[src/common/cpu_types_pkg.sv]
package cpu_types_pkg;

    // Datapath and address widths
    localparam int DATA_W     = 32;
    localparam int REG_ADDR_W = 5;
    localparam int CSR_ADDR_W = 14;
    localparam int ALUSEL_W   = 3;
    localparam int ALUOP_W    = 8;
    localparam int EXCP_NUM_W = 6;

    // Pipeline geometry
    localparam int ISSUE_WIDTH   = 2;
    localparam int EXE_FWD_PORTS = 2;
    localparam int MEM_FWD_PORTS = 2;
    localparam int NUM_REGS      = 32;
    localparam int RF_RD_PORTS   = 2 * ISSUE_WIDTH;
    localparam int RF_WR_PORTS   = 2;
    localparam int CSR_DEPTH     = 16;
    localparam int CSR_IDX_W     = $clog2(CSR_DEPTH);
    localparam int BR_FLAGS_W    = 6;

    typedef logic [DATA_W-1:0]     data_t;
    typedef logic [REG_ADDR_W-1:0] reg_addr_t;
    typedef logic [CSR_ADDR_W-1:0] csr_addr_t;
    typedef logic [ALUSEL_W-1:0]   alusel_t;
    typedef logic [ALUOP_W-1:0]    aluop_t;
    typedef logic [EXCP_NUM_W-1:0] excp_num_t;

    // Result classes
    localparam alusel_t RES_NOP        = 3'b000;
    localparam alusel_t RES_LOGIC      = 3'b001;
    localparam alusel_t RES_ARITH      = 3'b011;
    localparam alusel_t RES_LOAD_STORE = 3'b100;
    localparam alusel_t RES_BRANCH     = 3'b101;
    localparam alusel_t RES_CSR        = 3'b110;

    // CSR instructions carry their CSR number in the low immediate bits
    typedef struct packed {
        logic [DATA_W-CSR_ADDR_W-1:0] unused;
        csr_addr_t                    addr;
    } imm_csr_t;

    typedef union packed {
        data_t    value;
        imm_csr_t csr;
    } imm_u;

endpackage

[src/common/pipe_if_pkg.sv]
package pipe_if_pkg;

    import cpu_types_pkg::*;

    typedef struct packed {
        logic  valid;
        data_t pc;
    } instr_info_t;

    // Decoded instruction from the decode stage
    typedef struct packed {
        instr_info_t     instr_info;
        aluop_t          aluop;
        alusel_t         alusel;
        logic      [1:0] reg_read_valid;
        reg_addr_t [1:0] reg_read_addr;
        logic            reg_write_valid;
        reg_addr_t       reg_write_addr;
        logic            use_imm;
        imm_u            imm;
        logic            csr_we;
        logic            excp;
        excp_num_t       excp_num;
        logic            refetch;
    } id_dispatch_t;

    // One forwarding source from EXE or MEM
    typedef struct packed {
        logic      valid;
        reg_addr_t addr;
        data_t     data;
    } fwd_t;

    // Record handed to EXE
    typedef struct packed {
        instr_info_t           instr_info;
        aluop_t                aluop;
        alusel_t               alusel;
        logic                  reg_write_valid;
        reg_addr_t             reg_write_addr;
        logic                  csr_we;
        data_t                 oprand1;
        data_t                 oprand2;
        imm_u                  imm;
        logic [BR_FLAGS_W-1:0] branch_flags;
        csr_addr_t             csr_addr;
        data_t                 csr_data;
        logic                  excp;
        excp_num_t             excp_num;
        logic                  refetch;
    } dispatch_ex_t;

    typedef struct packed {
        logic      we;
        reg_addr_t addr;
        data_t     data;
    } reg_wr_t;

    typedef struct packed {
        logic      we;
        csr_addr_t addr;
        data_t     data;
    } csr_wr_t;

endpackage

[src/csr_file.sv]
`timescale 1ns/1ps

module csr_file (
    input  logic                      clk,
    input  logic                      rst_n,
    input  cpu_types_pkg::csr_addr_t  raddr_i,
    output cpu_types_pkg::data_t      rdata_o,
    input  pipe_if_pkg::csr_wr_t      wr_i
);

    import cpu_types_pkg::*;

    data_t                csrs [CSR_DEPTH];
    logic [CSR_IDX_W-1:0] rd_idx;
    logic [CSR_IDX_W-1:0] wr_idx;

    // Only the low address bits select a word
    assign rd_idx = raddr_i[CSR_IDX_W-1:0];
    assign wr_idx = wr_i.addr[CSR_IDX_W-1:0];

    always_ff @(posedge clk or negedge rst_n) begin
        if (!rst_n) begin
            for (int c = 0; c < CSR_DEPTH; c++) begin
                csrs[c] <= '0;
            end
        end else if (wr_i.we) begin
            csrs[wr_idx] <= wr_i.data;
        end
    end

    assign rdata_o = csrs[rd_idx];

endmodule

[config.mk]
export PLATFORM = sky130hd
export DESIGN_NAME = csr_file
export DESIGN_NICKNAME = d
export VERILOG_FILES = /design/src/common/cpu_types_pkg.sv /design/src/common/pipe_if_pkg.sv /design/src/csr_file.sv
export SDC_FILE = /design/constraint.sdc
export NUM_CORES = 1
export LEC_CHECK = 0
export ABC_AREA = 0
export BUFFER_PORTS_ARGS = -buffer_cell sky130_fd_sc_hd__buf_2
export CAP_MARGIN = 20
export CORE_MARGIN = 3
export CORE_UTILIZATION = 40
export DETAILED_ROUTE_END_ITERATION = 16
export PLACE_DENSITY = 0.55
export SKIP_CTS_REPAIR_TIMING = 1
export SYNTH_ARGS = -nofsm -noshare
export SYNTH_HDL_FRONTEND = slang
export SYNTH_SLANG_ARGS = --single-unit
export TNS_END_PERCENT = 1
[constraint.sdc]
create_clock -name clk -period 3.95 [get_ports clk]
set_clock_uncertainty 0.05 [all_clocks]
set_input_delay 0.1975 -clock clk [delete_from_list [all_inputs] [get_ports clk]]
set_output_delay 0.1975 -clock clk [all_outputs]
set_load 0.005 [all_outputs]
==> results_dict.tcl <==
set metrics [dict create \
    rows 86 \
    core_area_mm2 0.0557 \
    synth_area_leaders "dfrtp_1 (56%), mux2_2 (25%), mux4_2 (13%), a22oi_1 (2.1%), buf_2 (1.4%)" \
    clk_pin_slew_ps 60 \
    worst_slew_pin_slew_ps 955 \
    required_ps 3700 \
    yosysTopAreaCell "dfrtp_1" \
    synth_top_area_share_pct 56.3 \
    ys_warn_count 0 \
    slew_violations 0 \
    period_needed_ps 2360 \
    violations "negative hold slack" \
    finalWirelength_um 55900 \
    finalHoldViolations 3 \
    min_period_over_period_pct 59.8 \
    antenna_left 0 \
    gp_congestion 0.693 \
    largest_reg_flops 512 \
    grt_pass1_vias 13493 \
    drc 0 \
    fin_nets 1512 \
    grt_pass1_wl_um 86400 \
    drtIter0Drc 847 \
    maxCapViolCount 0 \
    grt_overflow 0 \
    worst_setup_path_start_kind "input pin" \
    cp_max_fo 44 \
    dieArea_mm2 0.0598 \
    initial_core_util_pct 40.9 \
    fin_setup_tns_ps 0 \
    worst_ir_drop_vdd_uv 309 \
    antenna_found_initial 6 \
    track_usage_pct 19.1 \
    final-setup-viol-count 0 \
    h-tree-depth 2 \
    fin_hold_ws_ps -6.40 \
    crit_path_end_kind "output port" \
    syn_area_mm2 0.0228 \
    cts_sinks 512 \
    place_area_mm2 0.0240 \
    top_register "csrs" \
    arrival_ps 2110 \
    cts_buffers 56 \
    cts-root-buf "clkbuf_16" \
    avgSynthCellArea_um2 16.2 \
    post-place-ws_ps 1440 \
    wl_per_cell_um 25.0 \
    chipHeight_um 245 \
    slew_headroom_pct 36.4 \
    final.setup.worst_slack_ps 1590 \
    vias_per_cell 5.57 \
    clkLatencyLatePin_ps 600 \
    place_inst 2138 \
    final_area_mm2 0.0259 \
    fp.dieW_um 245 \
    grt_max_degree 141 \
    syn_nets 1467 \
    io_pins 95 \
    vias 12469 \
    leakage_nw 11.0 \
    drive_above_1_share_pct 57.4 \
    ys_seq_area_share_pct 56.3 \
    ys_types 18 \
    ys_ff_latch 512 \
    cts_tree "yes" \
    layoutNonFillerInstCount 2237 \
    powerDensity_mw_per_mm2 566 \
    hp-class "input pin to flop" \
    cts_buffer_depth 3 \
    fmax_mhz 423 \
    syn_to_final_growth_pct 13.6 \
    place_hpwl_um 31100 \
    reg.largest.list "csrs (512)" \
    criticalPathCategory "input pin to output port" \
    port_buffers 74 \
    firstDrtPassIters 5 \
    status "complete, but fails checks" \
    syn_inst 1404 \
    rsz0062_at_grt "false" \
]
==> through the flow <==
step	power (W)	utilization, %
finish	0.0146	46.4
global route	0.0154	46.4
CTS	0.0149	46.4
detailed placement	0.00965	43.1
global placement	0.00951	43.1
floorplan	0.00886	-
==> critical path: stages <==
cell,delay [ps]
buf_8,420
buf_4,410
mux4_2,550
a22oi_1,190
nand2_1,150
buf_2,160
==> routing by layer <==
layer,share of wire [%],up-vias,global-route usage (%)
met3,4.5,79,2.88
met5,0.061,-,0
met1,46,6788,27.9
met4,2.0,4,5.12
li1,-,5353,-
met2,47,245,30.0
==> report_power, final <==
group | switching, W | internal [W]
combinational | 0.000895 | 0.00159
clock | 0.00208 | 0.00305
sequential | 0.000563 | 0.00647
total | 0.00354 | 0.0111
==> synthesized netlist by cell type (all sizes together) <==
library cell and n:
nand3 2, nand2b 3, buf 62, mux2 512
or4 1, dfrtp 512, nor3 6, a22oi 64
clkbuf 65, nor2b 2, nand2 34, mux4 128
nand3b 2, nor4 1, nor2 7, and2 1
or3 2
==> kinds of logic after synthesis <==
group	after synthesis	synth area share [%]
DFF	512	56.3
muxes	640	38.0
buffers and inverters	127	2.43
and+or+nand+nor	61	1.23
AOI/OAI and AO/OA	64	2.11
==> cell usage in the layout (no fill, tap or decap), types with 2 or more instances in the layout <==
cell	n
buf_12	7
dfrtp_1	512
nand2_1	34
nand3b_1	2
mux2_1	3
mux2_2	509
or3_2	2
mux4_2	128
buf_2	71
clkbuf_8	19
nor2b_4	2
nand2b_1	3
inv_6	3
clkbuf_1	13
nand3_1	2
buf_4	32
clkbuf_16	57
a22oi_1	64
nor3_2	6
buf_8	2
nor2_4	7
clkinv_2	4
==> final timing paths <==
kind,from,endpoint,slack [ps],depth (start not counted)
max reg2reg,csrs[454]$_DFFE_PN0P_,csrs[454]$_DFFE_PN0P_,3100,1
min in group asynchronous,rst_n,csrs[354]$_DFFE_PN0P_,30,2
min,wr_i[20],csrs[308]$_DFFE_PN0P_,-6,2
max,raddr_i[0],rdata_o[30],1590,6
max in group asynchronous,rst_n,csrs[25]$_DFFE_PN0P_,2740,3
min reg2reg,csrs[506]$_DFFE_PN0P_,csrs[506]$_DFFE_PN0P_,450,1
==> layout make-up <==
class	count	area, um^2
diodes	1	2.50
clock buffers	89	1740
repair buffers	114	787
fillers	5015	29900
multi-input cells	765	9520
well taps	748	936
clock inverters	8	76.3
flip-flops and latches	512	12800
(Power assumes the default switching activity.)
