File: config.mk
export PLATFORM = sky130hd
export DESIGN_NAME = dispatch_lane
export DESIGN_NICKNAME = d
export VERILOG_FILES = /design/src/common/cpu_types_pkg.sv /design/src/common/pipe_if_pkg.sv /design/src/dispatch/dispatch_lane.sv
export SDC_FILE = /design/constraint.sdc
export NUM_CORES = 1
export LEC_CHECK = 0
export BUFFER_PORTS_ARGS = -buffer_cell sky130_fd_sc_hd__buf_2
export CAP_MARGIN = 40
export CORE_AREA = 10 10 212 214
export CTS_CLUSTER_SIZE = 16
export DETAILED_ROUTE_END_ITERATION = 8
export DIE_AREA = 0 0 222 224
export GPL_ROUTABILITY_DRIVEN = 1
export GPL_TIMING_DRIVEN = 0
export HOLD_SLACK_MARGIN = 0.05
export PLACE_DENSITY_LB_ADDON = 0.3
export SYNTH_ARGS = -nofsm -noshare
export SYNTH_HDL_FRONTEND = slang
export SYNTH_SLANG_ARGS = --single-unit
File: constraint.sdc
create_clock -name clk -period 1.1 [get_ports clk]
set_input_delay 0.055 -clock clk [delete_from_list [all_inputs] [get_ports clk]]
set_output_delay 0.055 -clock clk [all_outputs]
set_load 0.01 [all_outputs]
File: src/common/cpu_types_pkg.sv
package cpu_types_pkg;

    // Datapath and address widths
    localparam int DATA_W     = 32;
    localparam int REG_ADDR_W = 5;
    localparam int CSR_ADDR_W = 14;
    localparam int ALUSEL_W   = 3;
    localparam int ALUOP_W    = 8;
    localparam int EXCP_NUM_W = 6;

    // Pipeline geometry
    localparam int ISSUE_WIDTH   = 2;
    localparam int EXE_FWD_PORTS = 2;
    localparam int MEM_FWD_PORTS = 2;
    localparam int NUM_REGS      = 32;
    localparam int RF_RD_PORTS   = 2 * ISSUE_WIDTH;
    localparam int RF_WR_PORTS   = 2;
    localparam int CSR_DEPTH     = 16;
    localparam int CSR_IDX_W     = $clog2(CSR_DEPTH);
    localparam int BR_FLAGS_W    = 6;

    typedef logic [DATA_W-1:0]     data_t;
    typedef logic [REG_ADDR_W-1:0] reg_addr_t;
    typedef logic [CSR_ADDR_W-1:0] csr_addr_t;
    typedef logic [ALUSEL_W-1:0]   alusel_t;
    typedef logic [ALUOP_W-1:0]    aluop_t;
    typedef logic [EXCP_NUM_W-1:0] excp_num_t;

    // Result classes
    localparam alusel_t RES_NOP        = 3'b000;
    localparam alusel_t RES_LOGIC      = 3'b001;
    localparam alusel_t RES_ARITH      = 3'b011;
    localparam alusel_t RES_LOAD_STORE = 3'b100;
    localparam alusel_t RES_BRANCH     = 3'b101;
    localparam alusel_t RES_CSR        = 3'b110;

    // CSR instructions carry their CSR number in the low immediate bits
    typedef struct packed {
        logic [DATA_W-CSR_ADDR_W-1:0] unused;
        csr_addr_t                    addr;
    } imm_csr_t;

    typedef union packed {
        data_t    value;
        imm_csr_t csr;
    } imm_u;

endpackage

File: src/common/pipe_if_pkg.sv
package pipe_if_pkg;

    import cpu_types_pkg::*;

    typedef struct packed {
        logic  valid;
        data_t pc;
    } instr_info_t;

    // Decoded instruction from the decode stage
    typedef struct packed {
        instr_info_t     instr_info;
        aluop_t          aluop;
        alusel_t         alusel;
        logic      [1:0] reg_read_valid;
        reg_addr_t [1:0] reg_read_addr;
        logic            reg_write_valid;
        reg_addr_t       reg_write_addr;
        logic            use_imm;
        imm_u            imm;
        logic            csr_we;
        logic            excp;
        excp_num_t       excp_num;
        logic            refetch;
    } id_dispatch_t;

    // One forwarding source from EXE or MEM
    typedef struct packed {
        logic      valid;
        reg_addr_t addr;
        data_t     data;
    } fwd_t;

    // Record handed to EXE
    typedef struct packed {
        instr_info_t           instr_info;
        aluop_t                aluop;
        alusel_t               alusel;
        logic                  reg_write_valid;
        reg_addr_t             reg_write_addr;
        logic                  csr_we;
        data_t                 oprand1;
        data_t                 oprand2;
        imm_u                  imm;
        logic [BR_FLAGS_W-1:0] branch_flags;
        csr_addr_t             csr_addr;
        data_t                 csr_data;
        logic                  excp;
        excp_num_t             excp_num;
        logic                  refetch;
    } dispatch_ex_t;

    typedef struct packed {
        logic      we;
        reg_addr_t addr;
        data_t     data;
    } reg_wr_t;

    typedef struct packed {
        logic      we;
        csr_addr_t addr;
        data_t     data;
    } csr_wr_t;

endpackage

File: src/dispatch/dispatch_lane.sv
`timescale 1ns/1ps

module dispatch_lane (
    input  logic                                                   clk,
    input  logic                                                   rst_n,
    input  logic                                                   flush_i,
    input  logic                                                   stall_i,
    input  logic                                                   issue_i,
    input  pipe_if_pkg::id_dispatch_t                              id_i,
    output cpu_types_pkg::reg_addr_t [1:0]                         rf_raddr_o,
    input  cpu_types_pkg::data_t     [1:0]                         rf_rdata_i,
    input  pipe_if_pkg::fwd_t [cpu_types_pkg::EXE_FWD_PORTS-1:0]   ex_fwd_i,
    input  pipe_if_pkg::fwd_t [cpu_types_pkg::MEM_FWD_PORTS-1:0]   mem_fwd_i,
    input  cpu_types_pkg::data_t                                   csr_rdata_i,
    output pipe_if_pkg::dispatch_ex_t                              exe_o
);

    import cpu_types_pkg::*;
    import pipe_if_pkg::*;

    data_t [1:0]            src_data;
    data_t                  oprand1;
    data_t                  oprand2;
    logic [BR_FLAGS_W-1:0]  br_flags;
    dispatch_ex_t           exe_d;

    // Priority chain: EXE 1, EXE 0, MEM 1, MEM 0, then regfile
    function automatic data_t fwd_select(
        input logic                          rd_valid,
        input reg_addr_t                     rd_addr,
        input data_t                         rf_data,
        input fwd_t [EXE_FWD_PORTS-1:0]      ex_fwd,
        input fwd_t [MEM_FWD_PORTS-1:0]      mem_fwd
    );
        data_t sel;
        logic  found;
        sel   = rf_data;
        found = 1'b0;
        for (int p = EXE_FWD_PORTS - 1; p >= 0; p--) begin
            if (!found && rd_valid && ex_fwd[p].valid && ex_fwd[p].addr == rd_addr) begin
                sel   = ex_fwd[p].data;
                found = 1'b1;
            end
        end
        for (int p = MEM_FWD_PORTS - 1; p >= 0; p--) begin
            if (!found && rd_valid && mem_fwd[p].valid && mem_fwd[p].addr == rd_addr) begin
                sel   = mem_fwd[p].data;
                found = 1'b1;
            end
        end
        return sel;
    endfunction

    assign rf_raddr_o = id_i.reg_read_addr;

    always_comb begin
        for (int k = 0; k < 2; k++) begin
            src_data[k] = fwd_select(id_i.reg_read_valid[k], id_i.reg_read_addr[k],
                                     rf_rdata_i[k], ex_fwd_i, mem_fwd_i);
        end
    end

    assign oprand1 = src_data[0];
    assign oprand2 = src_data[1];

    // Flags use the register operand even when an immediate replaces it
    always_comb begin
        br_flags[0] = (oprand1 == oprand2);
        br_flags[1] = (oprand1 != oprand2);
        br_flags[2] = ($signed(oprand1) <  $signed(oprand2));
        br_flags[3] = ($signed(oprand1) >= $signed(oprand2));
        br_flags[4] = (oprand1 <  oprand2);
        br_flags[5] = (oprand1 >= oprand2);
    end

    always_comb begin
        exe_d                 = '0;
        exe_d.instr_info      = id_i.instr_info;
        exe_d.aluop           = id_i.aluop;
        exe_d.alusel          = id_i.alusel;
        exe_d.reg_write_valid = id_i.reg_write_valid;
        exe_d.reg_write_addr  = id_i.reg_write_addr;
        exe_d.csr_we          = id_i.csr_we;
        exe_d.oprand1         = oprand1;
        exe_d.oprand2         = id_i.use_imm ? id_i.imm.value : oprand2;
        exe_d.imm             = id_i.imm;
        exe_d.branch_flags    = br_flags;
        exe_d.csr_addr        = id_i.imm.csr.addr;
        exe_d.csr_data        = csr_rdata_i;
        exe_d.excp            = id_i.excp;
        exe_d.excp_num        = id_i.excp_num;
        exe_d.refetch         = id_i.refetch;
    end

    // Flush beats stall; an unissued slot becomes a bubble
    always_ff @(posedge clk or negedge rst_n) begin
        if (!rst_n) begin
            exe_o <= '0;
        end else if (flush_i) begin
            exe_o <= '0;
        end else if (stall_i) begin
            exe_o <= exe_o;
        end else if (issue_i) begin
            exe_o <= exe_d;
        end else begin
            exe_o <= '0;
        end
    end

endmodule

==> results of run 1 <==
[layer usage]
metal  GRT usage [%]  wire, um  vias to the layer above
li1                -         -                     6288
met1            29.7     26400                     6917
met2            46.1     35400                      813
met3            8.18      6230                      177
met4            11.1      2960                        4
met5               0        22                        -
[repair_timing]
| action | 4_1_cts | 5_1_grt |
|---|---|---|
| setup buffers | 85 | 77 |
| pin swaps | 58 | 76 |
| resized for setup | 307 | 287 |
| hold endpoints to repair | 265 | 128 |
| cloned | 3 | 0 |
| endpoints found under the setup margin | 222 | 227 |
[worst max-delay path by stage]
stage                        startpoint   endpoint  slack (ns)
final                     mem_fwd_i[72]  exe_o[57]       -2.25
after global routing           id_i[55]  exe_o[57]       -2.35
after CTS                 mem_fwd_i[72]  exe_o[57]       -2.18
after detailed placement       id_i[55]  exe_o[57]       -3.81
after global placement         id_i[57]  exe_o[57]       -3.91
after floorplan                id_i[55]  exe_o[57]       -1.90
[cells by family (layout without fill, tap and decap cells)]
family / count (synthesis) / after routing
muxes: 5 / 5
other: 0 / 4
and+or+nand+nor: 298 / 298
DFF: 193 / 193
AOI/OAI and AO/OA: 462 / 462
xor gates and xnor gates: 40 / 40
adders and majority gates: 32 / 32
buffers and inverters: 169 / 1056
[cell usage after synthesis (2+ instances only)]
master,number
and2_1,6
nor2b_1,6
nand4_1,12
buf_2,17
nand3_1,31
a2111oi_0,6
inv_1,34
xor2_1,20
o21ai_1,4
buf_1,7
nand3b_1,27
o311ai_0,27
ha_1,32
and4_1,3
xnor2_1,20
buf_4,25
clkbuf_1,83
dfrtp_1,193
o22ai_1,4
buf_6,3
nor2_1,52
a22oi_1,28
nor4_1,4
a31oi_1,20
a221oi_1,5
a22o_1,164
and3_1,3
o211ai_1,64
a221o_1,4
o21a_1,4
a21oi_1,36
nand2b_1,2
or2_2,2
nand2_1,97
mux2_4,4
a211oi_1,3
nor3_1,47
o21ai_0,82
[worst max-delay path: cells and delay by family]
| family | cells | cell delay [ns] |
|---|---|---|
| AO/OA/AOI/OAI | 7 | 1.28 |
| adder cells (fa/ha/maj) | 1 | 0.20 |
| XOR/XNOR | 1 | 0.19 |
| AND/OR/NAND/NOR | 3 | 0.69 |
| multiplexers | 1 | 0.33 |
| buffers and inverters | 6 | 0.90 |
[area by class of cell]
cell class	count	area share, %
Sequential cell	193	23.5
Tap cell	532	3.23
Clock inverter	11	0.407
Antenna cell	4	0.0486
Inverter	34	0.620
Multi-Input combinational cell	837	35.5
Clock buffer	20	2.12
Buffer	131	5.69
Timing Repair Buffer	860	28.9
[power by group through the flow]
stage / combinational [mW] / clock (mW) / sequential (mW)
final: 5.67 / 5.66 / 7.56
after global routing: 6.02 / 6.10 / 7.58
after CTS: 5.01 / 5.81 / 7.54
after detailed placement: 4.00 / 0 / 7.68
after global placement: 3.94 / 0 / 7.66
after floorplan: 1.64 / 0 / 7.80
==> results.txt, run 1 <==
Syn Nets: 1,588
Pwr/cell area: 917 mW/mm^2
CP Cell Sequence: buf_8, xnor2_4, nand4_1, buf_6, or2_4, a21oi_4, buf_8, buf_12, o211ai_1, o21ai_1, buf_4, ha_4, nand4_1, inv_2, a2111oi_4, o21ai_2, a21oi_2, mux2i_4, o211ai_1
Sw Share: 31.5%
Synth top area cells: dfrtp_1 43%, a22o_1 13%, o211ai_1 4.3%
Synth warn: 0
Initial antenna violation count: 6
Fill cell count: 3,612
Largest family of logic cells by synthesized area: compound AO/OA/AOI/OAI gates
Layout area overhead: 82.3%
DRT iter0 DRCs: 1,205
Clk buf depth: 2
GP Congestion: 0.980
Total CTS buffers: 17
Vias per cell: 5.42
Max_slew headroom: 46.9%
# DRC: 0
Die width: 222 um
Worst R2R Setup Slack: 0.07 ns
Syn Inst Count: 1,199
Hold Violations, Final: 114
Routed vias: 14.2k
Total chip power: 18.9 mW
CTS tree: yes
Fin area: 0.0206 mm^2
Period utilization: 304%
Top_reg_cell synth: dfrtp_1
Max Cap Viol: 0
Die ar.: 0.0497 mm^2
Vias in the first global route: 14.7k
Worst hold slack: -0.327 ns
Antenna-violating nets left: 0
Yosys top cell by area: dfrtp_1
Failing checks: negative hold slack, negative setup slack
Max FO, Critical Path: 5
Reg clk slew, reported paths: 0.07 ns
Clk_skew: 0 ns
Final slew viol count: 0
Commonest non-fill, non-tap cell in the layout: buf_2
Critical path class: input port to register
Placed cell area: 0.0152 mm^2
Combinational share of power: 30.0%
Most flop-heavy register: exe_o
WP data required: 1.42 ns
Multi-input logic area: 0.00731 mm^2
Pin count of the biggest net entering global routing: 107
IO Port Bufs: 571
Synth Area in XOR/XNOR: 3.10%
P_int: 12.9 mW
Simple-Gate Fraction of Synth Area: 12.9%
RSZ-0062 raised after global routing: yes
H-Tree Level Count: 4
Static leakage: 10.0 nW
Finish-stage setup viols: 88
Hold-fix buffers at CTS: 128
Post-DP HPWL: 55,800 um
CTS sink count: 193
Clock share of power: 30.0%
Die Ht: 224 um
Status: finished with violations
Highest-count cells in the layout ignoring fill and taps: 541 x buf_2, 191 x dfrtp_1, 162 x a22o_1
Final WL: 71,100 um
R2r endpoint: exe_o[109]
Rows: 74
Critical-path top delay cell: a2111oi_4
Number of distinct library cells after synthesis: 56
Compound-Gate Fraction of Synth Area: 30.2%
Actual slew at the worst max-slew pin: 0.797 ns
Clock Latency Late Sink: 0.45 ns
Wire length per cell: 27.1 um
I/O pins: 574
Seq cells post-synth: 193
Core Box Area: 0.0406 mm^2
Max reg flops: 193
Adder-cell share of the synthesized area: 3.54%
Setup ws final: -2.25 ns
First-pass GRT wire length: 100,000 um
Drt pass-1 iters: 5
Crit end category: register
TNS Setup: -56.95 ns
Maximum clock rate: 0.299 GHz
Max incr delay on CP: 0.37 ns
GRT overflow: 0
Initial core utilization: 27.9%
Number of synthesized flops with an enable pin: 0
Post-layout util: 50.8%
Synth top area share: 42.7%
Seq/Total Area, Yosys: 42.7%
Layout cells sized above 1: 52.1%
Finished Layout Cells: 2,622
Worst-case vdd ir drop: 0.846 mV
Worst Hold Class: input port to asynchronous set/reset pin
Mean Syn Cell Area: 9.42 um^2
Biggest regs: exe_o x193
CTS root buf: clkbuf_16
FF/Latch Area: 0.00483 mm^2
Mux share of post-synthesis cell area: 0.620%
Share of flip-flops with an asynchronous set or reset: 100%
Power share of the sequential group: 40.0%
Worst Setup Start Kind: input port
NetSw: 5.96 mW
RR Startpoint: exe_o[109]
Overall Global Routing Usage: 26.6%
Synthesized cell area: 0.0113 mm^2
Pre-CTS setup slack: -3.81 ns
Placed Cells: 2,307
Period minus WS final: 3.35 ns
Worst Reg-to-Reg Cells: 2
Final #Nets: 2,463
Arr. time, crit path: 3.66 ns
(Power assumes the default switching activity.)
==> inputs of run 2 (changes only) <==
CAP_MARGIN = unset   (was 40)
REMOVE_ABC_BUFFERS = 1   (was unset)
==> run 2 against run 1 <==
Net effect: the run still ends with negative hold slack, negative setup slack left; clock power is 25% higher; worst setup slack worse by 0.077 ns; via count is 6.1% higher; clock skew stayed put; critical path type unchanged.
==> results.txt, run 2 (synthesis results as in run 1) <==
Clk_skew: 0 ns (unchanged)
GRT overflow: 0 (unchanged)
Pre-CTS setup slack: -6.04 ns (was -3.81 ns)
DRT iter0 DRCs: 1,397 (was 1,205)
Hold-fix buffers at CTS: 130 (was 128)
RSZ-0062 raised after global routing: yes (unchanged)
Setup ws final: -2.32 ns (was -2.25 ns)
Worst Setup Start Kind: input port (unchanged)
Max incr delay on CP: 0.52 ns (was 0.37 ns)
Biggest regs: exe_o x193 (unchanged)
Maximum clock rate: 0.292 GHz (was 0.299 GHz)
Routed vias: 15.1k (was 14.2k)
Highest-count cells in the layout ignoring fill and taps: 511 x buf_2, 193 x dfrtp_1, 164 x a22o_1 (was 541 x buf_2, 191 x dfrtp_1, 162 x a22o_1)
Antenna-violating nets left: 0 (unchanged)
WP data required: 1.44 ns (was 1.42 ns)
Max reg flops: 193 (unchanged)
I/O pins: 574 (unchanged)
Crit end category: register (unchanged)
NetSw: 6.65 mW (was 5.96 mW)
Final #Nets: 2,470 (was 2,463)
Family with the most delay on the worst path: compound AO/OA/AOI/OAI gates (unchanged)
Finish-stage setup viols: 76 (was 88)
Vias in the first global route: 15.5k (was 14.7k)
Worst Hold Class: input port to asynchronous set/reset pin (unchanged)
Hold Violations, Final: 97 (was 114)
Worst-case vdd ir drop: 0.868 mV (was 0.846 mV)
Total CTS buffers: 17 (unchanged)
CTS root buf: clkbuf_16 (unchanged)
Power share of the sequential group: 36.4% (was 40.0%)
Status: finished with violations (unchanged)
Layout area overhead: 92.5% (was 82.3%)
Wire length per cell: 29.1 um (was 27.1 um)
Clock Latency Late Sink: 0.46 ns (was 0.45 ns)
Period utilization: 311% (was 304%)
Initial core utilization: 27.9% (unchanged)
Rows: 74 (unchanged)
Max FO, Critical Path: 7 (was 5)
Layout cells sized above 1: 53.2% (was 52.1%)
Failing checks: negative hold slack, negative setup slack (unchanged)
Pin count of the biggest net entering global routing: 118 (was 107)
CP Cell Sequence: buf_8, xnor2_1, nand4_1, a211o_4, or3_4, buf_4, nor2_4, a31oi_2, ha_1, a21oi_1, o21ai_1, a2111oi_4, o21ai_2, a21oi_4, mux2i_4, o211ai_1 (was buf_8, xnor2_4, nand4_1, buf_6, or2_4, a21oi_4, buf_8, buf_12, o211ai_1, o21ai_1, buf_4, ha_4, nand4_1, inv_2, a2111oi_4, o21ai_2, a21oi_2, mux2i_4, o211ai_1)
H-Tree Level Count: 4 (unchanged)
CTS tree: yes (unchanged)
Sw Share: 32.1% (was 31.5%)
Die width: 222 um (unchanged)
Vias per cell: 5.70 (was 5.42)
Overall Global Routing Usage: 28.6% (was 26.6%)
Critical-path top delay cell: or3_4 (was a2111oi_4)
Pwr/cell area: 953 mW/mm^2 (was 917 mW/mm^2)
# DRC: 0 (unchanged)
Die Ht: 224 um (unchanged)
CTS sink count: 193 (unchanged)
Combinational share of power: 29.4% (was 30.0%)
Clk buf depth: 2 (unchanged)
Most flop-heavy register: exe_o (unchanged)
Total chip power: 20.7 mW (was 18.9 mW)
Post-DP HPWL: 46,900 um (was 55,800 um)
Max_slew headroom: 54.6% (was 46.9%)
First-pass GRT wire length: 106,000 um (was 100,000 um)
Arr. time, crit path: 3.76 ns (was 3.66 ns)
Max Cap Viol: 0 (unchanged)
Commonest non-fill, non-tap cell in the layout: buf_2 (unchanged)
IO Port Bufs: 573 (was 571)
Final WL: 76,800 um (was 71,100 um)
GP Congestion: 0.888 (was 0.980)
Worst R2R Setup Slack: 0.05 ns (was 0.07 ns)
Core Box Area: 0.0406 mm^2 (unchanged)
P_int: 14.1 mW (was 12.9 mW)
Actual slew at the worst max-slew pin: 0.681 ns (was 0.797 ns)
Die ar.: 0.0497 mm^2 (unchanged)
Worst hold slack: -0.442 ns (was -0.327 ns)
Critical path class: input port to register (unchanged)
Period minus WS final: 3.42 ns (was 3.35 ns)
Reg clk slew, reported paths: 0.08 ns (was 0.07 ns)
Static leakage: 10.4 nW (was 10.0 nW)
Buf/Inv on CP: 2 (was 6)
Final slew viol count: 0 (unchanged)
Clock share of power: 34.2% (was 30.0%)
Initial antenna violation count: 19 (was 6)
Drt pass-1 iters: 6 (was 5)
==> run 2: cell types whose count changed in the layout (fill, tap and decap cells not counted), moves of 7 or more <==
cell | before | now
buf_12 | 16 | 48
buf_2 | 541 | 511
buf_4 | 121 | 148
buf_6 | 95 | 109
buf_8 | 19 | 27
clkbuf_1 | 18 | 0
clkbuf_2 | 30 | 0
clkbuf_4 | 12 | 0
diode_2 | 4 | 14
o21ai_1 | 32 | 39
o21ai_2 | 36 | 26
xnor2_1 | 15 | 7
xnor2_2 | 3 | 11
==> run 2: cell type report <==
type                       count  area (um^2)
clock inverter                14          213
multi-input combinational    853         7660
sequential                   193         4830
inverter                      34          131
timing repair inverter         1         7.51
clock buffer                  18          439
timing repair buffer         981         7770
fill                        3411        18800
antenna                       14         35.0
tap                          532          666
==> run 2: final timing paths <==
| check | start | end | cells past startpoint |
|---|---|---|---|
| min in group clk | mem_fwd_i[8] | exe_o[100] | 3 |
| max in group asynchronous | rst_n | exe_o[91] | 2 |
| worst min register to register | exe_o[124] | exe_o[124] | 2 |
| worst max register to register | exe_o[109] | exe_o[109] | 2 |
| worst max-delay path | id_i[51] | exe_o[57] | 16 |
| worst min-delay path | rst_n | exe_o[73] | 1 |
==> run 2: worst reg2reg max path, cell delays in order (launching register included) <==
cell     delay [ns]
dfrtp_1        0.42
a221o_1        0.36
o21a_1         0.18
==> run 2: power by group through the flow <==
stage	Clock (mW)	Sequential [mW]	Combinational (mW)
5_1_grt	7.47	7.57	6.41
6_report	7.08	7.54	6.10
3_3_place_gp	0	7.65	3.63
4_1_cts	7.19	7.53	5.56
2_1_floorplan	0	7.81	1.44
3_5_place_dp	0	7.66	3.72
==> run 2: repair_timing <==
action | in CTS | in global routing
pin swaps | 150 | 59
endpoints found under the hold margin | 251 | 108
resized for setup | 474 | 143
cloned | 18 | 2
setup endpoints to repair | 162 | 208
buffers inserted | 200 | 68
==> run 2: through the flow <==
step | instance area, um^2 | cells | util (%) | TNS (ns)
after floorplan | 10700 | 1064 | - | -1649.47
after global placement | 14200 | 2169 | 35.0 | -3719.20
after detailed placement | 14800 | 2202 | 36.5 | -298.51
after CTS | 20500 | 2564 | 50.6 | -44.62
after global routing | 21700 | 2633 | 53.6 | -57.97
final | 21800 | 2640 | 53.6 | -54.72
==> run 2: per-layer routing <==
layer,track usage (%),up-vias,routed length [um]
li1,-,6353,-
met1,33.6,7276,28700
met2,47.4,1139,36400
met3,8.82,279,8050
met4,12.5,14,3500
met5,0,-,99
