`config.mk`:
```
export PLATFORM = sky130hd
export DESIGN_NAME = issue_ctrl
export DESIGN_NICKNAME = d
export VERILOG_FILES = /design/src/common/cpu_types_pkg.sv /design/src/common/pipe_if_pkg.sv /design/src/issue_ctrl.sv
export SDC_FILE = /design/constraint.sdc
export NUM_CORES = 1
export LEC_CHECK = 0
export BUFFER_PORTS_ARGS = -buffer_cell sky130_fd_sc_hd__buf_2
export CAP_MARGIN = 20
export CORE_AREA = 2 2 89 91
export DETAILED_ROUTE_END_ITERATION = 12
export DIE_AREA = 0 0 91 93
export PLACE_DENSITY_LB_ADDON = 0.08
export SETUP_SLACK_MARGIN = 0.5
export SYNTH_ARGS = -nofsm -noshare
export SYNTH_HDL_FRONTEND = slang
export SYNTH_SLANG_ARGS = --single-unit
```
`constraint.sdc`:
```
create_clock -name vclk -period 1.1
set_input_delay 0.22 -clock vclk [all_inputs]
set_output_delay 0.22 -clock vclk [all_outputs]
set_load 0.005 [all_outputs]
```
`src/common/cpu_types_pkg.sv`:
```
package cpu_types_pkg;

    // Datapath and address widths
    localparam int DATA_W     = 32;
    localparam int REG_ADDR_W = 5;
    localparam int CSR_ADDR_W = 14;
    localparam int ALUSEL_W   = 3;
    localparam int ALUOP_W    = 8;
    localparam int EXCP_NUM_W = 6;

    // Pipeline geometry
    localparam int ISSUE_WIDTH   = 2;
    localparam int EXE_FWD_PORTS = 2;
    localparam int MEM_FWD_PORTS = 2;
    localparam int NUM_REGS      = 32;
    localparam int RF_RD_PORTS   = 2 * ISSUE_WIDTH;
    localparam int RF_WR_PORTS   = 2;
    localparam int CSR_DEPTH     = 16;
    localparam int CSR_IDX_W     = $clog2(CSR_DEPTH);
    localparam int BR_FLAGS_W    = 6;

    typedef logic [DATA_W-1:0]     data_t;
    typedef logic [REG_ADDR_W-1:0] reg_addr_t;
    typedef logic [CSR_ADDR_W-1:0] csr_addr_t;
    typedef logic [ALUSEL_W-1:0]   alusel_t;
    typedef logic [ALUOP_W-1:0]    aluop_t;
    typedef logic [EXCP_NUM_W-1:0] excp_num_t;

    // Result classes
    localparam alusel_t RES_NOP        = 3'b000;
    localparam alusel_t RES_LOGIC      = 3'b001;
    localparam alusel_t RES_ARITH      = 3'b011;
    localparam alusel_t RES_LOAD_STORE = 3'b100;
    localparam alusel_t RES_BRANCH     = 3'b101;
    localparam alusel_t RES_CSR        = 3'b110;

    // CSR instructions carry their CSR number in the low immediate bits
    typedef struct packed {
        logic [DATA_W-CSR_ADDR_W-1:0] unused;
        csr_addr_t                    addr;
    } imm_csr_t;

    typedef union packed {
        data_t    value;
        imm_csr_t csr;
    } imm_u;

endpackage

```
`src/common/pipe_if_pkg.sv`:
```
package pipe_if_pkg;

    import cpu_types_pkg::*;

    typedef struct packed {
        logic  valid;
        data_t pc;
    } instr_info_t;

    // Decoded instruction from the decode stage
    typedef struct packed {
        instr_info_t     instr_info;
        aluop_t          aluop;
        alusel_t         alusel;
        logic      [1:0] reg_read_valid;
        reg_addr_t [1:0] reg_read_addr;
        logic            reg_write_valid;
        reg_addr_t       reg_write_addr;
        logic            use_imm;
        imm_u            imm;
        logic            csr_we;
        logic            excp;
        excp_num_t       excp_num;
        logic            refetch;
    } id_dispatch_t;

    // One forwarding source from EXE or MEM
    typedef struct packed {
        logic      valid;
        reg_addr_t addr;
        data_t     data;
    } fwd_t;

    // Record handed to EXE
    typedef struct packed {
        instr_info_t           instr_info;
        aluop_t                aluop;
        alusel_t               alusel;
        logic                  reg_write_valid;
        reg_addr_t             reg_write_addr;
        logic                  csr_we;
        data_t                 oprand1;
        data_t                 oprand2;
        imm_u                  imm;
        logic [BR_FLAGS_W-1:0] branch_flags;
        csr_addr_t             csr_addr;
        data_t                 csr_data;
        logic                  excp;
        excp_num_t             excp_num;
        logic                  refetch;
    } dispatch_ex_t;

    typedef struct packed {
        logic      we;
        reg_addr_t addr;
        data_t     data;
    } reg_wr_t;

    typedef struct packed {
        logic      we;
        csr_addr_t addr;
        data_t     data;
    } csr_wr_t;

endpackage

```
`src/issue_ctrl.sv`:
```
`timescale 1ns/1ps

module issue_ctrl (
    input  pipe_if_pkg::id_dispatch_t [cpu_types_pkg::ISSUE_WIDTH-1:0] id_i,
    input  logic                                                       stall_i,
    output logic [cpu_types_pkg::ISSUE_WIDTH-1:0]                      issue_o,
    output logic [cpu_types_pkg::ISSUE_WIDTH-1:0]                      ib_accept_o,
    output cpu_types_pkg::csr_addr_t                                   csr_raddr_o
);

    import cpu_types_pkg::*;

    logic [ISSUE_WIDTH-1:0] issuable;
    logic [ISSUE_WIDTH-1:0] entry_valid;
    logic [1:0]             raw_hit;
    logic                   both_mem;
    csr_addr_t              csr_addr_or;

    // Lane 1 source against lane 0 destination
    always_comb begin
        for (int k = 0; k < 2; k++) begin
            raw_hit[k] = id_i[1].reg_read_valid[k] && id_i[0].reg_write_valid &&
                         (id_i[1].reg_read_addr[k] == id_i[0].reg_write_addr);
        end
    end

    // Only one memory port downstream
    assign both_mem = (id_i[0].alusel == RES_LOAD_STORE) &&
                      (id_i[1].alusel == RES_LOAD_STORE);

    always_comb begin
        issuable = '1;
        if (|raw_hit || both_mem) begin
            issuable[1] = 1'b0;
        end
    end

    always_comb begin
        for (int i = 0; i < ISSUE_WIDTH; i++) begin
            entry_valid[i] = id_i[i].instr_info.valid;
        end
    end

    assign issue_o     = issuable & entry_valid;
    assign ib_accept_o = stall_i ? '0 : issue_o;

    // At most one CSR instruction per pair, so the views can be merged
    always_comb begin
        csr_addr_or = '0;
        for (int i = 0; i < ISSUE_WIDTH; i++) begin
            csr_addr_or = csr_addr_or | id_i[i].imm.csr.addr;
        end
    end

    assign csr_raddr_o = csr_addr_or;

endmodule

```
==> results.txt, run 1 <==
Cell Count, Final, Fillers Out = 211
IO Count = 227
Worst Path Max Fanout = 2
Post-synth top cells = or2_2 (14), xnor2_1 (10), nand3_1 (2), nand4_1 (2)
Setup TNS Final = -382 ps
period utilisation layout = 118%
drt total wl = 1960 um
1st-iter DRT viols = 1
peak supply drop = 0.000104 V
WS Path Type = in -> out
post-place setup slack = -251 ps
die area = 8460 sq um
Setup crit end = issue_o[1]
drt first pass iters = 2
Wirelength per Cell = 9.31 um
Avg Vias per Cell = 2.57
chip width = 91 um
violated checks = setup timing
Critical path origin = id_i[43]
hold depth = 2
GPL Wtd Cong = 0.608
syn avg cell area = 7.15 sq um
Syn Nets = 244
num sequential = 0
via count = 542
Setup Viol. Count Final = 2
vias in the first global route = 544
Tmin final = 1290 ps
Gate Count Post-Synth = 35
top-area cell type share of the netlist area = 35.0%
GRT Overall Usage = 4.04%
Rows = 32
fmax = 772 MHz
post-route cell area = 1180 sq um
status = complete, but fails checks
Routed Antenna Nets = 0
layout net count = 319
FILL cells = 868
GRT Residual Overflow = 0
CORE AREA = 7530 sq um
share of cells above drive strength 1 = 93.5%
fin. max-slew vios = 0
Synth area leaders = or2_2 (35%), xnor2_1 (35%), nand4_1 (5.0%), nand4bb_1 (4.5%), nand3_1 (4.0%)
Hold Fails Final Rpt = 0
Static Leak = 0.000531 uW
Initial Util = 3.32%
RSZ-0062 raised after global routing = true
crit path launch type = primary input
area used by multi-input combinational logic = 382 sq um
initial antenna violation count = 2
PD cells = 337 nW/um^2
Syn. warnings = 0
CP Capture Type = output port
dpl hpwl = 1730 um
Seq. cell area = 0 sq um
first-pass GRT wire length = 2700 um
Max Cap Violations = 0
count leader, synth = or2_2
drt drc = 0
clock buffer count = 0
Hold Crit Class = in -> out
Seq/Total Area, Yosys = 0%
Least-Margin Pin Slew = 328 ps
Yosys top cell by area = or2_2
Critical Path RT = 880 ps
largest net degree at the start of global routing = 3
number of I/O port buffers = 73
Post-Syn Area = 250 sq um
min setup slack post-route = -195 ps
Die H = 93 um
placed instance count = 210
synth unique cells = 11
fin util = 15.7%
Area Growth Syn to Fin = 373%
Placed Area = 797 sq um
Rel. slew slack = 78.0%
critical path arrival = 1070 ps
==> cell type report <==
cell class | count | share of cell area [%]
Antenna cell | 1 | 0.211
Multi-Input combinational cell | 34 | 32.2
Tap cell | 102 | 10.8
Timing Repair Buffer | 74 | 56.8
==> per-layer routing <==
| layer | part of all wire [%] | up-vias | track usage, % | wire (um) |
|---|---|---|---|---|
| met5 | 0.66 | - | 0 | 13 |
| met4 | 0 | 2 | 0 | 0 |
| met1 | 39 | 222 | 5.26 | 758 |
| li1 | - | 266 | - | - |
| met3 | 18 | 2 | 2.34 | 349 |
| met2 | 43 | 50 | 6.17 | 841 |
==> worst min-delay path by stage <==
| stage | startpoint | endpoint | slack (ps) |
|---|---|---|---|
| after floorplan | stall_i | ib_accept_o[1] | 460 |
| after global routing | id_i[103] | issue_o[0] | 610 |
| final | id_i[103] | issue_o[0] | 590 |
| after global placement | id_i[103] | issue_o[0] | 640 |
| after CTS | id_i[103] | issue_o[0] | 600 |
| after detailed placement | id_i[103] | issue_o[0] | 650 |
==> per-stage QoR <==
step | power (uW) | hold WS (ps)
floorplan | 96.9 | 465
global placement | 249 | 641
detailed placement | 252 | 648
CTS | 333 | 603
global route | 431 | 608
finish | 398 | 595
==> timing repair <==
action                                  4_1_cts  5_1_grt
pin swaps                                    18       17
hold buffers                                  0        0
endpoints found under the setup margin       18       18
resized for setup                            36       31
setup buffers                                 0        0
==> power breakdown <==
group / switching [uW] / internal [uW]
combinational: 109 / 290
sequential: 0 / 0
clock: 0 / 0.000122
total: 109 / 290
==> cells by family after synthesis <==
kind of cell | count (synthesis) | synth area share, %
AND/OR/NAND/NOR | 22 | 56.5
XOR/XNOR | 10 | 35.0
AO/OA/AOI/OAI | 2 | 5.50
buffers and inverters | 1 | 3.00
==> worst max-delay path: stages <==
cell and delay (ps):
buf_4 140, xnor2_2 110, nand4_1 170, o22ai_2 230
nor2_2 60, buf_2 140
==> placed cells by master, fill, tap and decap left out, drive strengths merged <==
master	n
nor2b	1
nor3	1
diode	1
or2	14
nand4	2
o22ai	1
nor2	1
nand3	2
xnor2	10
nand4bb	1
buf	74
o31ai	1
Power figures use the tool's default switching activity.
==> run 2, diff against run 1 <==
--- a/config.mk
+++ b/config.mk
@@ -15,3 +15,4 @@
 export SYNTH_ARGS = -nofsm -noshare
 export SYNTH_HDL_FRONTEND = slang
 export SYNTH_SLANG_ARGS = --single-unit
+export TNS_END_PERCENT = 10
==> constraint.sdc (replaced) <==
create_clock -name vclk -period 1.6
set_input_delay 0.32 -clock vclk [all_inputs]
set_output_delay 0.32 -clock vclk [all_outputs]
set_load 0.005 [all_outputs]
==> results.txt, run 2 (synthesized netlist as in run 1, its figures left out) <==
hold depth = 2 (unchanged)
Seq. cell area = 0 sq um (unchanged)
Rows = 32 (unchanged)
Setup Viol. Count Final = 0 (was 2)
Critical Path RT = 1280 ps (was 880 ps)
Worst Path Buf+Inv = 2 (unchanged)
chip width = 91 um (unchanged)
Worst Path Max Fanout = 2 (unchanged)
number of diodes = 0 (was 1)
IO Count = 227 (unchanged)
Max Cap Violations = 0 (unchanged)
ordered cell list for the critical path = buf_2 > xnor2_2 > nand4_1 > o22ai_4 > nor3_2 > buf_2 (was buf_4 > xnor2_2 > nand4_1 > o22ai_2 > nor2_2 > buf_2)
Crit path max-delay family = buffers and inverters (unchanged)
GRT Overall Usage = 2.56% (was 4.04%)
critical path arrival = 1130 ps (was 1070 ps)
Hold Crit Class = in -> out (unchanged)
Rel. slew slack = 82.8% (was 78.0%)
PD cells = 210 nW/um^2 (was 337 nW/um^2)
clock buffer count = 0 (unchanged)
GPL Wtd Cong = 0.564 (was 0.608)
first-pass GRT wire length = 1890 um (was 2700 um)
largest net degree at the start of global routing = 3 (unchanged)
Worst path max stage delay = 210 ps (was 230 ps)
peak supply drop = 0.0000627 V (was 0.000104 V)
Wirelength per Cell = 6.28 um (was 9.31 um)
1st-iter DRT viols = 3 (was 1)
Setup TNS Final = 0 ps (was -382 ps)
crit path launch type = primary input (unchanged)
fmax = 690 MHz
cell mode on critical path = buf_2
fin. max-slew vios = 0 (unchanged)
num sequential = 0 (unchanged)
Least-Margin Pin Slew = 256 ps (was 328 ps)
drt first pass iters = 2 (unchanged)
drt drc = 0 (unchanged)
CORE AREA = 7530 sq um (unchanged)
cts hold-fix bufs = 0 (unchanged)
most frequent cells in the layout = buf_2 (66), or2_2 (14), xnor2_2 (9) (was buf_6 (43), buf_2 (27), or2_4 (14))
WS Path Type = in -> out (unchanged)
die area = 8460 sq um (unchanged)
vias in the first global route = 437 (was 544)
Initial Util = 3.32% (unchanged)
drt total wl = 1310 um (was 1960 um)
share of cells above drive strength 1 = 93.5% (about the same)
RSZ-0062 raised after global routing = true (unchanged)
status = finished, final reports clean (was complete, but fails checks)
Area Growth Syn to Fin = 251% (was 373%)
Avg Vias per Cell = 2.39 (was 2.57)
Tmin final = 1450 ps
Hold Fails Final Rpt = 0 (unchanged)
Routed Antenna Nets = 0 (unchanged)
GRT Residual Overflow = 0 (unchanged)
Die H = 93 um (unchanged)
post-place setup slack = 101 ps (was -251 ps)
via count = 500 (was 542)
number of I/O port buffers = 73 (unchanged)
period utilisation layout = 90.6%
CP Capture Type = output port (unchanged)
initial antenna violation count = 0 (was 2)
min setup slack post-route = 151 ps (was -195 ps)
Static Leak = 0.000417 uW (was 0.000531 uW)
commonest non-fill, non-tap cell in the layout = buf_2 (was buf_6)
layout net count = 318 (was 319)
Crit path depth = 6 (unchanged)
Slowest-stage cell, CP = o22ai_4 (was o22ai_2)
## run 2: cell count changes in the layout (fill, tap and decap cells not counted), sizes merged
cell,delta
buf,-1
diode,-1
## run 2: final timing paths
| kind | from | slack [ps] | end |
|---|---|---|---|
| worst max-delay path | id_i[154] | 150 | ib_accept_o[1] |
| worst min-delay path | id_i[103] | 820 | issue_o[0] |
## run 2: repair_timing
item / 4_1_cts / 5_1_grt
gates resized for setup: 8 / 17
pin swaps: 6 / 9
endpoints found under the setup margin: 16 / 16
buffers inserted: 0 / 0
## run 2: report_power, final
part / switching (uW) / internal, uW / total [uW]
sequential: 0 / 0 / 0
combinational: 60.8 / 124 / 184
clock: 0 / 0 / 0
## run 2: through the flow
stage               cells  hold slack [ps]  area, sq um  power, uW  utilization [%]
finish                209              822          878        184             11.7
global route          209              834          878        202             11.7
CTS                   209              824          785        160             10.4
detailed placement    209              824          747        149             9.92
global placement      209              821          747        148             9.92
floorplan              35              664          262       54.3                -
## run 2: layout make-up
type | instances | area (sq um)
multi-input combinational | 34 | 334
timing repair buffer | 73 | 417
tap | 102 | 128
fill | 912 | 6650
## run 2: layer usage
layer | global-route usage [%] | routed length, um | up-vias
li1 | - | - | 261
met1 | 3.17 | 434 | 207
met2 | 4.88 | 728 | 32
met3 | 0.483 | 148 | 0
met4 | 0 | 0 | 0
met5 | 0 | 0 | -
==> run 3, diff against run 2 <==
--- a/config.mk
+++ b/config.mk
@@ -5,14 +5,15 @@
 export SDC_FILE = /design/constraint.sdc
 export NUM_CORES = 1
 export LEC_CHECK = 0
+export ABC_AREA = 1
 export BUFFER_PORTS_ARGS = -buffer_cell sky130_fd_sc_hd__buf_2
 export CAP_MARGIN = 20
-export CORE_AREA = 2 2 89 91
+export CORE_AREA = 2 2 88 90
 export DETAILED_ROUTE_END_ITERATION = 12
-export DIE_AREA = 0 0 91 93
+export DIE_AREA = 0 0 90 92
 export PLACE_DENSITY_LB_ADDON = 0.08
 export SETUP_SLACK_MARGIN = 0.5
 export SYNTH_ARGS = -nofsm -noshare
 export SYNTH_HDL_FRONTEND = slang
 export SYNTH_SLANG_ARGS = --single-unit
-export TNS_END_PERCENT = 10
+export TNS_END_PERCENT = 5
==> results.txt, run 3 <==
GRT Overall Usage = 3.54% (was 2.56%)
period utilisation layout = 83.1% (was 90.6%)
Static Leak = 0.000541 uW (was 0.000417 uW)
IO Count = 227 (unchanged)
via count = 665 (was 500)
chip width = 90 um (was 91 um)
fin util = 13.1% (was 11.7%)
number of diodes = 0 (unchanged)
Worst Hold Path EP = issue_o[0] (unchanged)
CP Capture Type = output port (unchanged)
Wirelength per Cell = 6.63 um (was 6.28 um)
Avg Vias per Cell = 2.64 (was 2.39)
Worst Path Max Fanout = 4 (was 2)
crit path launch type = primary input (unchanged)
Syn. warnings = 0 (unchanged)
Rows = 32 (unchanged)
Hold Fails Final Rpt = 0 (unchanged)
hold depth = 2 (unchanged)
drt first pass iters = 2 (unchanged)
Least-Margin Pin Slew = 133 ps (was 256 ps)
largest net degree at the start of global routing = 5 (was 3)
Gate Count Post-Synth = 78 (was 35)
drt drc = 0 (unchanged)
syn avg cell area = 4.43 sq um (was 7.15 sq um)
Post-synth top cells = nand2_1 (28), inv_1 (18), or2_2 (14) (was or2_2 (14), xnor2_1 (10), nand3_1 (2), nand4_1 (2))
RSZ-0062 raised after global routing = true (unchanged)
most frequent cells in the layout = buf_2 (62), nand2_1 (16), or2_2 (14) (was buf_2 (66), or2_2 (14), xnor2_2 (9))
clock buffer count = 0 (unchanged)
CORE AREA = 7450 sq um (was 7530 sq um)
Syn Nets = 287 (was 244)
Seq/Total Area, Yosys = 0% (unchanged)
first-pass GRT wire length = 2550 um (was 1890 um)
fmax = 753 MHz (was 690 MHz)
drt total wl = 1670 um (was 1310 um)
Setup Viol. Count Final = 0 (unchanged)
Placed Area = 831 sq um (was 747 sq um)
PD cells = 201 nW/um^2 (was 210 nW/um^2)
Critical Path RT = 1280 ps (about the same)
layout net count = 361 (was 318)
Initial Util = 4.64% (was 3.32%)
count leader, synth = nand2_1 (was or2_2)
hold wc startpoint = id_i[103] (unchanged)
Hold Crit Class = in -> out (unchanged)
peak supply drop = 0.0000494 V (was 0.0000627 V)
Synth area leaders = nand2_1 (30%), or2_2 (25%), inv_1 (20%), nor2_1 (12%), nand3_1 (2.9%) (was or2_2 (35%), xnor2_1 (35%), nand4_1 (5.0%), nand4bb_1 (4.5%), nand3_1 (4.0%))
post-route cell area = 973 sq um (was 878 sq um)
Rel. slew slack = 91.1% (was 82.8%)
number of I/O port buffers = 73 (unchanged)
Max Cap Violations = 0 (unchanged)
commonest non-fill, non-tap cell in the layout = buf_2 (unchanged)
Setup TNS Final = 0 ps (unchanged)
critical path arrival = 1010 ps (was 1130 ps)
die area = 8280 sq um (was 8460 sq um)
total power = 195 uW (was 184 uW)
Yosys top cell by area = nand2_1 (was or2_2)
Tmin final = 1330 ps (was 1450 ps)
FILL cells = 904 (was 912)
synth unique cells = 10 (was 11)
top-area cell type share of the netlist area = 30.4% (was 35.0%)
GPL Wtd Cong = 0.596 (was 0.564)
Die H = 92 um (was 93 um)
status = finished, final reports clean (unchanged)
dpl hpwl = 1600 um
num sequential = 0 (unchanged)
initial antenna violation count = 0 (unchanged)
Post-Syn Area = 345 sq um (was 250 sq um)
Seq. cell area = 0 sq um (unchanged)
WS Path Type = in -> out (unchanged)
Routed Antenna Nets = 0 (unchanged)
share of cells above drive strength 1 = 78.0% (was 93.5%)
GRT Residual Overflow = 0 (unchanged)
vias in the first global route = 590 (was 437)
1st-iter DRT viols = 1 (was 3)
Area Growth Syn to Fin = 182% (was 251%)
fin. max-slew vios = 0 (unchanged)
[run 3: cell types whose count changed in the layout (fill, tap and decap cells not counted), moves of 4 or more]
| cell | before | now |
|---|---|---|
| buf_6 | 5 | 10 |
| inv_2 | 0 | 5 |
| inv_1 | 0 | 9 |
| nand2_1 | 0 | 16 |
| inv_4 | 0 | 4 |
| nor2_1 | 1 | 6 |
| nor2_2 | 0 | 4 |
| xnor2_2 | 9 | 0 |
| nand2_2 | 0 | 12 |
| buf_2 | 66 | 62 |
[run 3: logic make-up (layout without fill, tap and decap cells)]
group	after synthesis	in the layout	synth area share (%)
AND/OR/NAND/NOR	57	57	75.4
buffers and inverters	19	91	21.7
AO/OA/AOI/OAI	2	2	2.90
[run 3: where the power goes]
group	internal, uW	switching (uW)	leakage (uW)	total [uW]
registers	0	0	0	0
logic	117	78.7	0.000541	195
clock network	0	0	0	0
[run 3: worst max-delay path: stages]
cell and delay (ps):
buf_8 90, inv_2 30, nand2_1 50, nand2_1 60
nor2_2 120, nand3_1 100, nand3_2 80, nor2_1 40
buf_2 120
[run 3: metrics by stage]
step / hold slack [ps] / worst slack [ps] / instances
3_5_place_dp: 841 / 166 / 252
3_3_place_gp: 847 / 185 / 252
4_1_cts: 843 / 210 / 252
5_1_grt: 855 / 196 / 252
2_1_floorplan: 671 / 504 / 78
6_report: 835 / 271 / 252
[run 3: repair_timing]
| action | in CTS | in global routing |
|---|---|---|
| setup buffers | 0 | 0 |
| hold buffers | 0 | 0 |
| resized for setup | 27 | 22 |
| pin swaps | 15 | 16 |
| setup endpoints to repair | 16 | 16 |
| hold endpoints to repair | 0 | 0 |
[run 3: worst max path at each step]
stage | end | cells after the start | startpoint
2_1_floorplan | ib_accept_o[1] | 7 | id_i[43]
4_1_cts | ib_accept_o[1] | 9 | id_i[155]
6_report | ib_accept_o[1] | 9 | id_i[45]
3_3_place_gp | ib_accept_o[1] | 9 | id_i[45]
5_1_grt | ib_accept_o[1] | 9 | id_i[159]
3_5_place_dp | ib_accept_o[1] | 7 | id_i[45]
[run 3: routing by layer]
| metal | part of all wire (%) | up-vias | track usage, % |
|---|---|---|---|
| met5 | 0 | - | 0 |
| met4 | 0 | 0 | 0 |
| met3 | 11 | 0 | 0.904 |
| met2 | 41 | 42 | 5.89 |
| met1 | 47 | 256 | 4.91 |
| li1 | - | 367 | - |
[run 3: layout make-up]
type	instances	area (sq um)	share of cell area [%]
well taps	102	128	13.1
repair buffers	73	438	45.0
inverters	18	77.6	7.97
multi-input cells	59	330	33.9
